--- src/verilog/mips_config.svh ---
`ifndef MIPS_CONFIG_SVH
`define MIPS_CONFIG_SVH

// First fetch address after reset
`define RESET_PC 32'h0000_3000

// Register file geometry
`define NUM_REGS 32
`define XLEN 32 // Data path width

// Delay slot sits one word past the branch or jump
`define DELAY_SLOT_OFFSET 32'd4

`endif

--- src/verilog/isaPkg.sv ---
package isaPkg;

	// Primary opcodes of the supported subset
	typedef enum logic [5:0] {
		SPECIAL = 6'h00, // R-type with the op in funct
		J       = 6'h02,
		BEQ     = 6'h04,
		ORI     = 6'h0d,
		LUI     = 6'h0f,
		LW      = 6'h23,
		SW      = 6'h2b
	} opcodeT;

	// Funct codes under SPECIAL
	typedef enum logic [5:0] {
		ADDU = 6'h21,
		SUBU = 6'h23
	} functT;

	// One instruction word in R-type layout
	// Immediate is bits 15:0, jump index bits 25:0
	typedef struct packed {
		logic [5:0] op;
		logic [4:0] rs;
		logic [4:0] rt;
		logic [4:0] rd;
		logic [4:0] shamt;
		logic [5:0] funct;
	} instrT;

endpackage

--- src/verilog/pipePkg.sv ---
`include "mips_config.svh"

package pipePkg;

	typedef enum logic [1:0] {ADD, SUB, OR, LUI} aluOpT;

	typedef struct packed {
		logic  regWrite;
		logic  dstSel;    // 1 selects rd, 0 selects rt
		aluOpT aluOp;
		logic  aluSrcImm;
		logic  zeroExt;
		logic  memRead;
		logic  memWrite;
		logic  branch;
		logic  jump;
		logic  usesRs;
		logic  usesRt;
	} ctrlT;

	typedef enum logic [1:0] {NONE = 2'd0, FROM_MEM = 2'd1, FROM_WB = 2'd2} fwdSelT;

	//////////////////////////////////////////////////////////////////////
	// Stage boundary payloads

	typedef struct packed {
		logic [31:0]   pc;
		isaPkg::instrT instr;
	} ifIdT;

	typedef struct packed {
		logic [31:0]      pc;
		ctrlT             ctrl;
		logic [4:0]       rs;
		logic [4:0]       rt;
		logic [4:0]       dst;
		logic [`XLEN-1:0] rsVal;
		logic [`XLEN-1:0] rtVal;
		logic [`XLEN-1:0] imm;   // Already extended
	} idExT;

	typedef struct packed {
		logic [31:0]      pc;
		ctrlT             ctrl;
		logic [4:0]       dst;
		logic [`XLEN-1:0] aluOut;
		logic [`XLEN-1:0] storeVal;
	} exMemT;

	typedef struct packed {
		logic [31:0]      pc;
		logic             regWrite;
		logic [4:0]       dst;
		logic [`XLEN-1:0] value;
	} memWbT;

	//////////////////////////////////////////////////////////////////////
	// External ports

	typedef struct packed {
		logic [31:0]      addr;
		logic [`XLEN-1:0] wdata;
		logic [3:0]       byteen; // All ones on a store
		logic [31:0]      pc;
	} memReqT;

	typedef struct packed {
		logic             we;
		logic [4:0]       addr;
		logic [`XLEN-1:0] data;
		logic [31:0]      pc;
	} regWriteT;

endpackage

--- src/verilog/decoder.sv ---
`timescale 1ns/1ns

module decoder (
	input  isaPkg::instrT instr,
	output pipePkg::ctrlT ctrl
);

	always_comb begin
		ctrl = '0; // Unknown encodings fall out as a nop
		case (instr.op)
			isaPkg::SPECIAL: begin
				case (instr.funct)
					isaPkg::ADDU: begin
						ctrl.regWrite = 1'b1;
						ctrl.dstSel   = 1'b1;
						ctrl.aluOp    = pipePkg::ADD;
						ctrl.usesRs   = 1'b1;
						ctrl.usesRt   = 1'b1;
					end
					isaPkg::SUBU: begin
						ctrl.regWrite = 1'b1;
						ctrl.dstSel   = 1'b1;
						ctrl.aluOp    = pipePkg::SUB;
						ctrl.usesRs   = 1'b1;
						ctrl.usesRt   = 1'b1;
					end
					default: ;
				endcase
			end
			isaPkg::ORI: begin
				ctrl.regWrite  = 1'b1;
				ctrl.aluOp     = pipePkg::OR;
				ctrl.aluSrcImm = 1'b1;
				ctrl.zeroExt   = 1'b1;
				ctrl.usesRs    = 1'b1;
			end
			isaPkg::LUI: begin
				ctrl.regWrite  = 1'b1;
				ctrl.aluOp     = pipePkg::LUI;
				ctrl.aluSrcImm = 1'b1;
				ctrl.zeroExt   = 1'b1;
			end
			isaPkg::LW: begin
				ctrl.regWrite  = 1'b1;
				ctrl.aluSrcImm = 1'b1; // Base plus signed offset
				ctrl.memRead   = 1'b1;
				ctrl.usesRs    = 1'b1;
			end
			isaPkg::SW: begin
				ctrl.aluSrcImm = 1'b1;
				ctrl.memWrite  = 1'b1;
				ctrl.usesRs    = 1'b1;
				ctrl.usesRt    = 1'b1; // Store data
			end
			isaPkg::BEQ: begin
				ctrl.branch = 1'b1;
				ctrl.usesRs = 1'b1;
				ctrl.usesRt = 1'b1;
			end
			isaPkg::J: ctrl.jump = 1'b1;
			default: ;
		endcase
	end

endmodule

--- src/verilog/hazardUnit.sv ---
`timescale 1ns/1ns

module hazardUnit (
	input  logic [4:0]      rsD,
	input  logic [4:0]      rtD,
	input  logic            usesRsD,
	input  logic            usesRtD,
	input  logic            branchD,
	input  logic [4:0]      rsE,
	input  logic [4:0]      rtE,
	input  logic [4:0]      dstE,
	input  logic            regWriteE,
	input  logic            memReadE,
	input  logic [4:0]      dstM,
	input  logic            regWriteM,
	input  logic            memReadM,
	input  logic [4:0]      dstW,
	input  logic            regWriteW,
	output logic            stall,
	output pipePkg::fwdSelT fwdRsD,
	output pipePkg::fwdSelT fwdRtD,
	output pipePkg::fwdSelT fwdRsE,
	output pipePkg::fwdSelT fwdRtE
);

	logic writesE, writesM, writesW;
	logic aluM;       // Memory stage result ready to forward
	logic needRs, needRt;
	logic hitE, hitM; // Decode depends on that stage

	assign writesE = regWriteE && (dstE != 5'd0);
	assign writesM = regWriteM && (dstM != 5'd0);
	assign writesW = regWriteW && (dstW != 5'd0);
	assign aluM    = writesM && !memReadM;

	assign needRs = usesRsD && (rsD != 5'd0);
	assign needRt = usesRtD && (rtD != 5'd0);

	assign hitE = writesE && ((needRs && rsD == dstE) || (needRt && rtD == dstE));
	assign hitM = writesM && ((needRs && rsD == dstM) || (needRt && rtD == dstM));

	// Load-use, or branch waiting on execute or on a load in memory
	assign stall = (hitE && (memReadE || branchD)) || (hitM && memReadM && branchD);

	// Writeback in decode is covered by the register file bypass
	assign fwdRsD = (needRs && aluM && rsD == dstM) ? pipePkg::FROM_MEM : pipePkg::NONE;
	assign fwdRtD = (needRt && aluM && rtD == dstM) ? pipePkg::FROM_MEM : pipePkg::NONE;

	function automatic pipePkg::fwdSelT pickE(input logic [4:0] src);
		if (aluM && src == dstM) begin
			return pipePkg::FROM_MEM; // Newest value wins
		end else if (writesW && src == dstW) begin
			return pipePkg::FROM_WB;
		end
		return pipePkg::NONE;
	endfunction

	assign fwdRsE = pickE(rsE);
	assign fwdRtE = pickE(rtE);

endmodule

--- src/verilog/mips.sv ---
`timescale 1ns/1ns
`include "mips_config.svh"

module mips (
	input  logic              clk,
	input  logic              reset,
	output logic [31:0]       instAddr,
	input  logic [31:0]       instRdata,
	output pipePkg::memReqT   dataReq,
	input  logic [31:0]       dataRdata,
	output pipePkg::regWriteT grfWrite
);

	// Operand pick shared by branch compare and ALU inputs
	function automatic logic [`XLEN-1:0] fwdMux(
		input pipePkg::fwdSelT  sel,
		input logic [`XLEN-1:0] regVal,
		input logic [`XLEN-1:0] memVal,
		input logic [`XLEN-1:0] wbVal
	);
		case (sel)
			pipePkg::FROM_MEM: return memVal;
			pipePkg::FROM_WB:  return wbVal;
			default:           return regVal;
		endcase
	endfunction

	pipePkg::ifIdT   ifIdD, ifIdQ;
	pipePkg::idExT   idExD, idExQ;
	pipePkg::exMemT  exMemD, exMemQ;
	pipePkg::memWbT  memWbD, memWbQ;
	logic            stall;
	pipePkg::fwdSelT fwdRsD, fwdRtD, fwdRsE, fwdRtE;

	//////////////////////////////////////////////////////////////////////
	// Fetch

	logic [31:0] pc, nextPc;

	always_ff @(posedge clk) begin
		if (reset) begin
			pc <= `RESET_PC;
		end else if (!stall) begin
			pc <= nextPc;
		end
	end

	assign instAddr = pc;

	always_comb begin
		ifIdD.pc    = pc;
		ifIdD.instr = instRdata;
	end

	pipeReg #(.payloadT(pipePkg::ifIdT)) ifIdReg (
		.clk(clk),
		.reset(reset),
		.en(!stall),  // Hold the instruction in decode
		.clr(1'b0),   // Delay slot is never squashed
		.d(ifIdD),
		.q(ifIdQ)
	);

	//////////////////////////////////////////////////////////////////////
	// Decode, branch resolution

	pipePkg::ctrlT    ctrlD;
	logic [`XLEN-1:0] rsValD, rtValD, rsCmp, rtCmp, immD;
	logic [15:0]      imm16;
	logic [31:0]      slotPc;

	decoder dec (
		.instr(ifIdQ.instr),
		.ctrl(ctrlD)
	);

	regFile grf (
		.clk(clk),
		.reset(reset),
		.rs(ifIdQ.instr.rs),
		.rt(ifIdQ.instr.rt),
		.rsVal(rsValD),
		.rtVal(rtValD),
		.wr(grfWrite)
	);

	assign imm16  = ifIdQ.instr[15:0];
	assign immD   = ctrlD.zeroExt ? {16'b0, imm16} : {{16{imm16[15]}}, imm16};
	assign rsCmp  = fwdMux(fwdRsD, rsValD, exMemQ.aluOut, memWbQ.value);
	assign rtCmp  = fwdMux(fwdRtD, rtValD, exMemQ.aluOut, memWbQ.value);
	assign slotPc = ifIdQ.pc + `DELAY_SLOT_OFFSET;

	always_comb begin
		if (ctrlD.jump) begin
			nextPc = {slotPc[31:28], ifIdQ.instr[25:0], 2'b00};
		end else if (ctrlD.branch && rsCmp == rtCmp) begin
			nextPc = slotPc + {{14{imm16[15]}}, imm16, 2'b00};
		end else begin
			nextPc = pc + 32'd4;
		end
	end

	always_comb begin
		idExD.pc    = ifIdQ.pc;
		idExD.ctrl  = ctrlD;
		idExD.rs    = ifIdQ.instr.rs;
		idExD.rt    = ifIdQ.instr.rt;
		idExD.dst   = ctrlD.dstSel ? ifIdQ.instr.rd : ifIdQ.instr.rt;
		idExD.rsVal = rsValD;
		idExD.rtVal = rtValD;
		idExD.imm   = immD;
	end

	hazardUnit hazard (
		.rsD(ifIdQ.instr.rs),
		.rtD(ifIdQ.instr.rt),
		.usesRsD(ctrlD.usesRs),
		.usesRtD(ctrlD.usesRt),
		.branchD(ctrlD.branch),
		.rsE(idExQ.rs),
		.rtE(idExQ.rt),
		.dstE(idExQ.dst),
		.regWriteE(idExQ.ctrl.regWrite),
		.memReadE(idExQ.ctrl.memRead),
		.dstM(exMemQ.dst),
		.regWriteM(exMemQ.ctrl.regWrite),
		.memReadM(exMemQ.ctrl.memRead),
		.dstW(memWbQ.dst),
		.regWriteW(memWbQ.regWrite),
		.stall(stall),
		.fwdRsD(fwdRsD),
		.fwdRtD(fwdRtD),
		.fwdRsE(fwdRsE),
		.fwdRtE(fwdRtE)
	);

	pipeReg #(.payloadT(pipePkg::idExT)) idExReg (
		.clk(clk),
		.reset(reset),
		.en(1'b1),
		.clr(stall), // Bubble behind a stalled decode
		.d(idExD),
		.q(idExQ)
	);

	//////////////////////////////////////////////////////////////////////
	// Execute

	logic [`XLEN-1:0] srcA, rtFwd, srcB, aluOut;

	assign srcA  = fwdMux(fwdRsE, idExQ.rsVal, exMemQ.aluOut, memWbQ.value);
	assign rtFwd = fwdMux(fwdRtE, idExQ.rtVal, exMemQ.aluOut, memWbQ.value);
	assign srcB  = idExQ.ctrl.aluSrcImm ? idExQ.imm : rtFwd;

	always_comb begin
		case (idExQ.ctrl.aluOp)
			pipePkg::ADD: aluOut = srcA + srcB;
			pipePkg::SUB: aluOut = srcA - srcB;
			pipePkg::OR:  aluOut = srcA | srcB;
			default:      aluOut = {srcB[15:0], 16'b0}; // lui
		endcase
	end

	always_comb begin
		exMemD.pc       = idExQ.pc;
		exMemD.ctrl     = idExQ.ctrl;
		exMemD.dst      = idExQ.dst;
		exMemD.aluOut   = aluOut;
		exMemD.storeVal = rtFwd;
	end

	pipeReg #(.payloadT(pipePkg::exMemT)) exMemReg (
		.clk(clk),
		.reset(reset),
		.en(1'b1),
		.clr(1'b0),
		.d(exMemD),
		.q(exMemQ)
	);

	//////////////////////////////////////////////////////////////////////
	// Memory and writeback

	always_comb begin
		dataReq.addr   = exMemQ.aluOut;
		dataReq.wdata  = exMemQ.storeVal;
		dataReq.byteen = exMemQ.ctrl.memWrite ? 4'hf : 4'h0; // Word stores only
		dataReq.pc     = exMemQ.pc;
	end

	always_comb begin
		memWbD.pc       = exMemQ.pc;
		memWbD.regWrite = exMemQ.ctrl.regWrite;
		memWbD.dst      = exMemQ.dst;
		memWbD.value    = exMemQ.ctrl.memRead ? dataRdata : exMemQ.aluOut;
	end

	pipeReg #(.payloadT(pipePkg::memWbT)) memWbReg (
		.clk(clk),
		.reset(reset),
		.en(1'b1),
		.clr(1'b0),
		.d(memWbD),
		.q(memWbQ)
	);

	// Trace port doubles as the register file write
	always_comb begin
		grfWrite.we   = memWbQ.regWrite;
		grfWrite.addr = memWbQ.dst;
		grfWrite.data = memWbQ.value;
		grfWrite.pc   = memWbQ.pc;
	end

endmodule

--- src/verilog/pipeReg.sv ---
`timescale 1ns/1ns

module pipeReg #(
	parameter type payloadT = logic
) (
	input  logic    clk,
	input  logic    reset,
	input  logic    en,
	input  logic    clr,
	input  payloadT d,
	output payloadT q
);

	// All-zero payload is a nop at every boundary
	always_ff @(posedge clk) begin
		if (reset || clr) begin
			q <= '0;
		end else if (en) begin
			q <= d;
		end
	end

endmodule

--- src/verilog/regFile.sv ---
`timescale 1ns/1ns
`include "mips_config.svh"

module regFile (
	input  logic              clk,
	input  logic              reset,
	input  logic [4:0]        rs,
	input  logic [4:0]        rt,
	output logic [31:0]       rsVal,
	output logic [31:0]       rtVal,
	input  pipePkg::regWriteT wr
);

	logic [`XLEN-1:0] regs [`NUM_REGS];
	logic             wrLive; // Write that actually lands

	assign wrLive = wr.we && (wr.addr != 5'd0);

	always_ff @(posedge clk) begin
		if (reset) begin
			for (int i = 0; i < `NUM_REGS; i++) begin
				regs[i] <= '0;
			end
		end else if (wrLive) begin
			regs[wr.addr] <= wr.data;
		end
	end

	// Same-cycle write shows through to decode
	assign rsVal = (wrLive && wr.addr == rs) ? wr.data : regs[rs];
	assign rtVal = (wrLive && wr.addr == rt) ? wr.data : regs[rt];

endmodule
--- config.mk ---
export PLATFORM = sky130hd
export DESIGN_NAME = mips
export DESIGN_NICKNAME = d
export VERILOG_FILES = /design/src/verilog/isaPkg.sv /design/src/verilog/pipePkg.sv /design/src/verilog/decoder.sv /design/src/verilog/hazardUnit.sv /design/src/verilog/mips.sv /design/src/verilog/pipeReg.sv /design/src/verilog/regFile.sv
export VERILOG_INCLUDE_DIRS = /design/src /design/src/verilog
export SDC_FILE = /design/constraint.sdc
export NUM_CORES = 2
export LEC_CHECK = 0
export BUFFER_PORTS_ARGS = -buffer_cell sky130_fd_sc_hd__buf_2
export CAP_MARGIN = 10
export CORE_UTILIZATION = 55
export CTS_CLUSTER_SIZE = 16
export DETAILED_ROUTE_END_ITERATION = 7
export GPL_ROUTABILITY_DRIVEN = 0
export PLACE_DENSITY = 0.72
export SLEW_MARGIN = 20
export SYNTH_ARGS = -nofsm -noshare
export SYNTH_HDL_FRONTEND = slang
export SYNTH_SLANG_ARGS = --single-unit
--- constraint.sdc ---
create_clock -name clk -period 11.3 [get_ports clk]
set_input_delay 1.13 -clock clk [delete_from_list [all_inputs] [get_ports clk]]
set_output_delay 1.13 -clock clk [all_outputs]
set_load 0.03 [all_outputs]
==> impl_metrics.ini <==
[worst_hold_path]
whs_endpoint = exMemReg.q[95]
worstHoldStart = idExReg.q[137]
hold_class = reg -> reg
hold-path-cell-count = 1

[worst_setup_path]
slowest_delay_ns = 0.62
reg2reg_depth = 30
critPathKind = reg -> reg
crit_arrival_ns = 8.02
timing.rr.start = memWbReg.q[36]
critPathLaunchType = flip-flop
cpLargestDelayFamily = compound AO/OA/AOI/OAI gates
cp_common_cell = o21ai_0
endpoint_kind = flip-flop
path_buf_inv = 2
worstPathMaxFanout = 30
crit_slowest_cell = dfxtp_1
reg2reg_to = exMemReg.q[63]
reg2reg_slack_ns = 3.97
worstPathRequired_ns = 11.99

[place]
dpl-instance-area_um2 = 80600
dpl_worst_slack_ns = 4.26
numPortBuffers = 267
numPlacedInstances = 8410
dp_hpwl_um = 177000

[timing]
fin_crit_sh_pct = 64.9
fin_skew_ns = 0.0388
fin_ws_ns = 3.97
tns_ns = 0
setup_viol_count_final = 0
worst_pin_slew_ns = 1.28
period_minus_slack_ns = 7.33
rsz0062_at_grt = no
slew_viol_final = 0
hold_viol = 0
slew_headroom_pct = 14.0
fmax_mhz = 136

[global_route]
grt_pass1_vias = 57200
grt_max_degree = 132
grt_pass1_wl_um = 392000
gr-total-overflow = 0
grt_usage_pct = 37.0
antenna_found_initial = 14

[logic_synthesis]
synth_flop_cell = edfxtp_1
synthesis.area_um2 = 78700
synth_enable_flop_cells = 1024
synthCells = 6735
synth_seq_area_share_pct = 49.6
yosysWarnings = 0
ys_seq_elements = 1438
syn_area_per_cell_um2 = 11.7
async_flop_share_pct = 0
synthDistinctLibCells = 116

[pwr]
power_density_nw_per_um2 = 155
irDropWorstVdd_uv = 135
power_uw = 13300
leakagePower_uw = 0.0315

[clock_tree]
cts-hold-fix-buffers = 0
clock_latency_ns = 0.82
path_clk_slew_ns = 0.06
numCtsBuffers = 155
cts_buffer_depth = 3
cts-root-buf = clkbuf_16
cts_tree = yes
post-cts-setup-buffers = 0
cts_resized = 0
cts_sinks = 1438
htree_levels = 4

[floorplanning]
initial_core_util_pct = 55.5
die-area_um2 = 145000
ioPinCount = 268
die_w_um = 380
die_h_um = 380
core_area_um2 = 142000
rows = 138

[final_layout]
final_area_um2 = 85600
mostFrequentLayoutCells = edfxtp_1, and2_1, mux2i_1, dfxtp_1, nand2_1
drive_gt1_share_pct = 16.5
final_nets = 6812
final_common_cell = edfxtp_1
finalNonFillerCells = 8701
syn2layout_area_growth_pct = 8.89

[job]
drv_cap = 0

[route]
vias = 59900
antenna_left = 0
drc = 0
wl_um = 273000
drt_iter0_drc = 9144
vias_per_cell = 6.88
drt_first_pass_iters = 6
wl_per_cell_um = 31.4

[status]
status = complete, no violations
kinds of logic (layout without fill, tap and decap cells):
| group | count (synthesis) | count (layout) | synth area share, % |
|---|---|---|---|
| buffers and inverters | 728 | 764 | 5.28 |
| flip-flops | 1438 | 1438 | 49.6 |
| adder cells (fa/ha/maj) | 69 | 69 | 1.12 |
| XOR/XNOR | 216 | 216 | 2.41 |
| multiplexers | 902 | 902 | 16.3 |
| AND/OR/NAND/NOR | 2284 | 2284 | 15.7 |
| other | 1 | 41 | 0.00477 |
| AO/OA/AOI/OAI | 1097 | 1097 | 9.54 |
power breakdown:
group	leakage [uW]	switching (uW)	total, uW	internal, uW
Combinational	0.0151	1360	2050	686
Sequential	0.0139	253	6120	5860
Clock	0.00245	2220	5110	2880
flip-flops by register name, summed over array words and instances, names as in the netlist, named ones only:
register    count
ifIdReg.q      64
instAddr       32
grf.regs     1024
exMemReg.q    104
idExReg.q     134
memWbReg.q     70
metal layers:
layer  share of wire, %  GRT usage [%]  wire length, um  vias to the layer above
met4                8.5           27.5            23200                       12
met5              0.033              0               91                        -
met3                 13           9.60            35200                     1087
met2                 43           54.3           119000                     4581
li1                   -              -                -                    24800
met1                 35           47.2            96000                    29400
metrics by stage:
stage / utilization, % / hold slack (ns)
final: 60.4 / 0.433
after global routing: 60.4 / 0.451
after CTS: 60.4 / 0.439
after detailed placement: 56.8 / 0.424
after global placement: 56.8 / 0.420
after floorplan: - / 0.414
cell usage after synthesis (112+ instances only):
master / number / share of area (%)
nor2_1: 319 / 1.5
buf_4: 139 / 1.3
xnor2_1: 119 / 1.3
and2_1: 879 / 7.0
nand2_1: 331 / 1.6
dfxtp_1: 414 / 11
a21oi_1: 220 / 1.4
mux4_2: 292 / 8.4
nand3_1: 161 / 1.0
clkbuf_1: 346 / 1.7
o21ai_0: 176 / 1.1
a22oi_1: 281 / 2.7
nor2b_1: 112 / 0.89
nor3_1: 230 / 1.5
mux2i_1: 590 / 7.5
edfxtp_1: 1024 / 39
cell type report:
cell class / instances / area (um^2)
Fill cell: 11100 / 56100
Sequential cell: 1438 / 39100
Multi-Input combinational cell: 4600 / 36300
Clock buffer: 197 / 4120
Timing Repair Buffer: 440 / 2720
Tap cell: 1890 / 2360
Clock inverter: 85 / 933
Inverter: 42 / 159
Antenna cell: 9 / 22.5
worst max path at each step:
stage,start,to,cells after the start
after global routing,memWbReg.q[36],exMemReg.q[63],30
after CTS,memWbReg.q[34],exMemReg.q[63],30
after floorplan,exMemReg.q[65],exMemReg.q[63],34
after global placement,memWbReg.q[36],exMemReg.q[63],30
final,memWbReg.q[36],exMemReg.q[63],30
after detailed placement,memWbReg.q[36],exMemReg.q[63],30
Note: power is estimated with default switching activity, not from simulation.
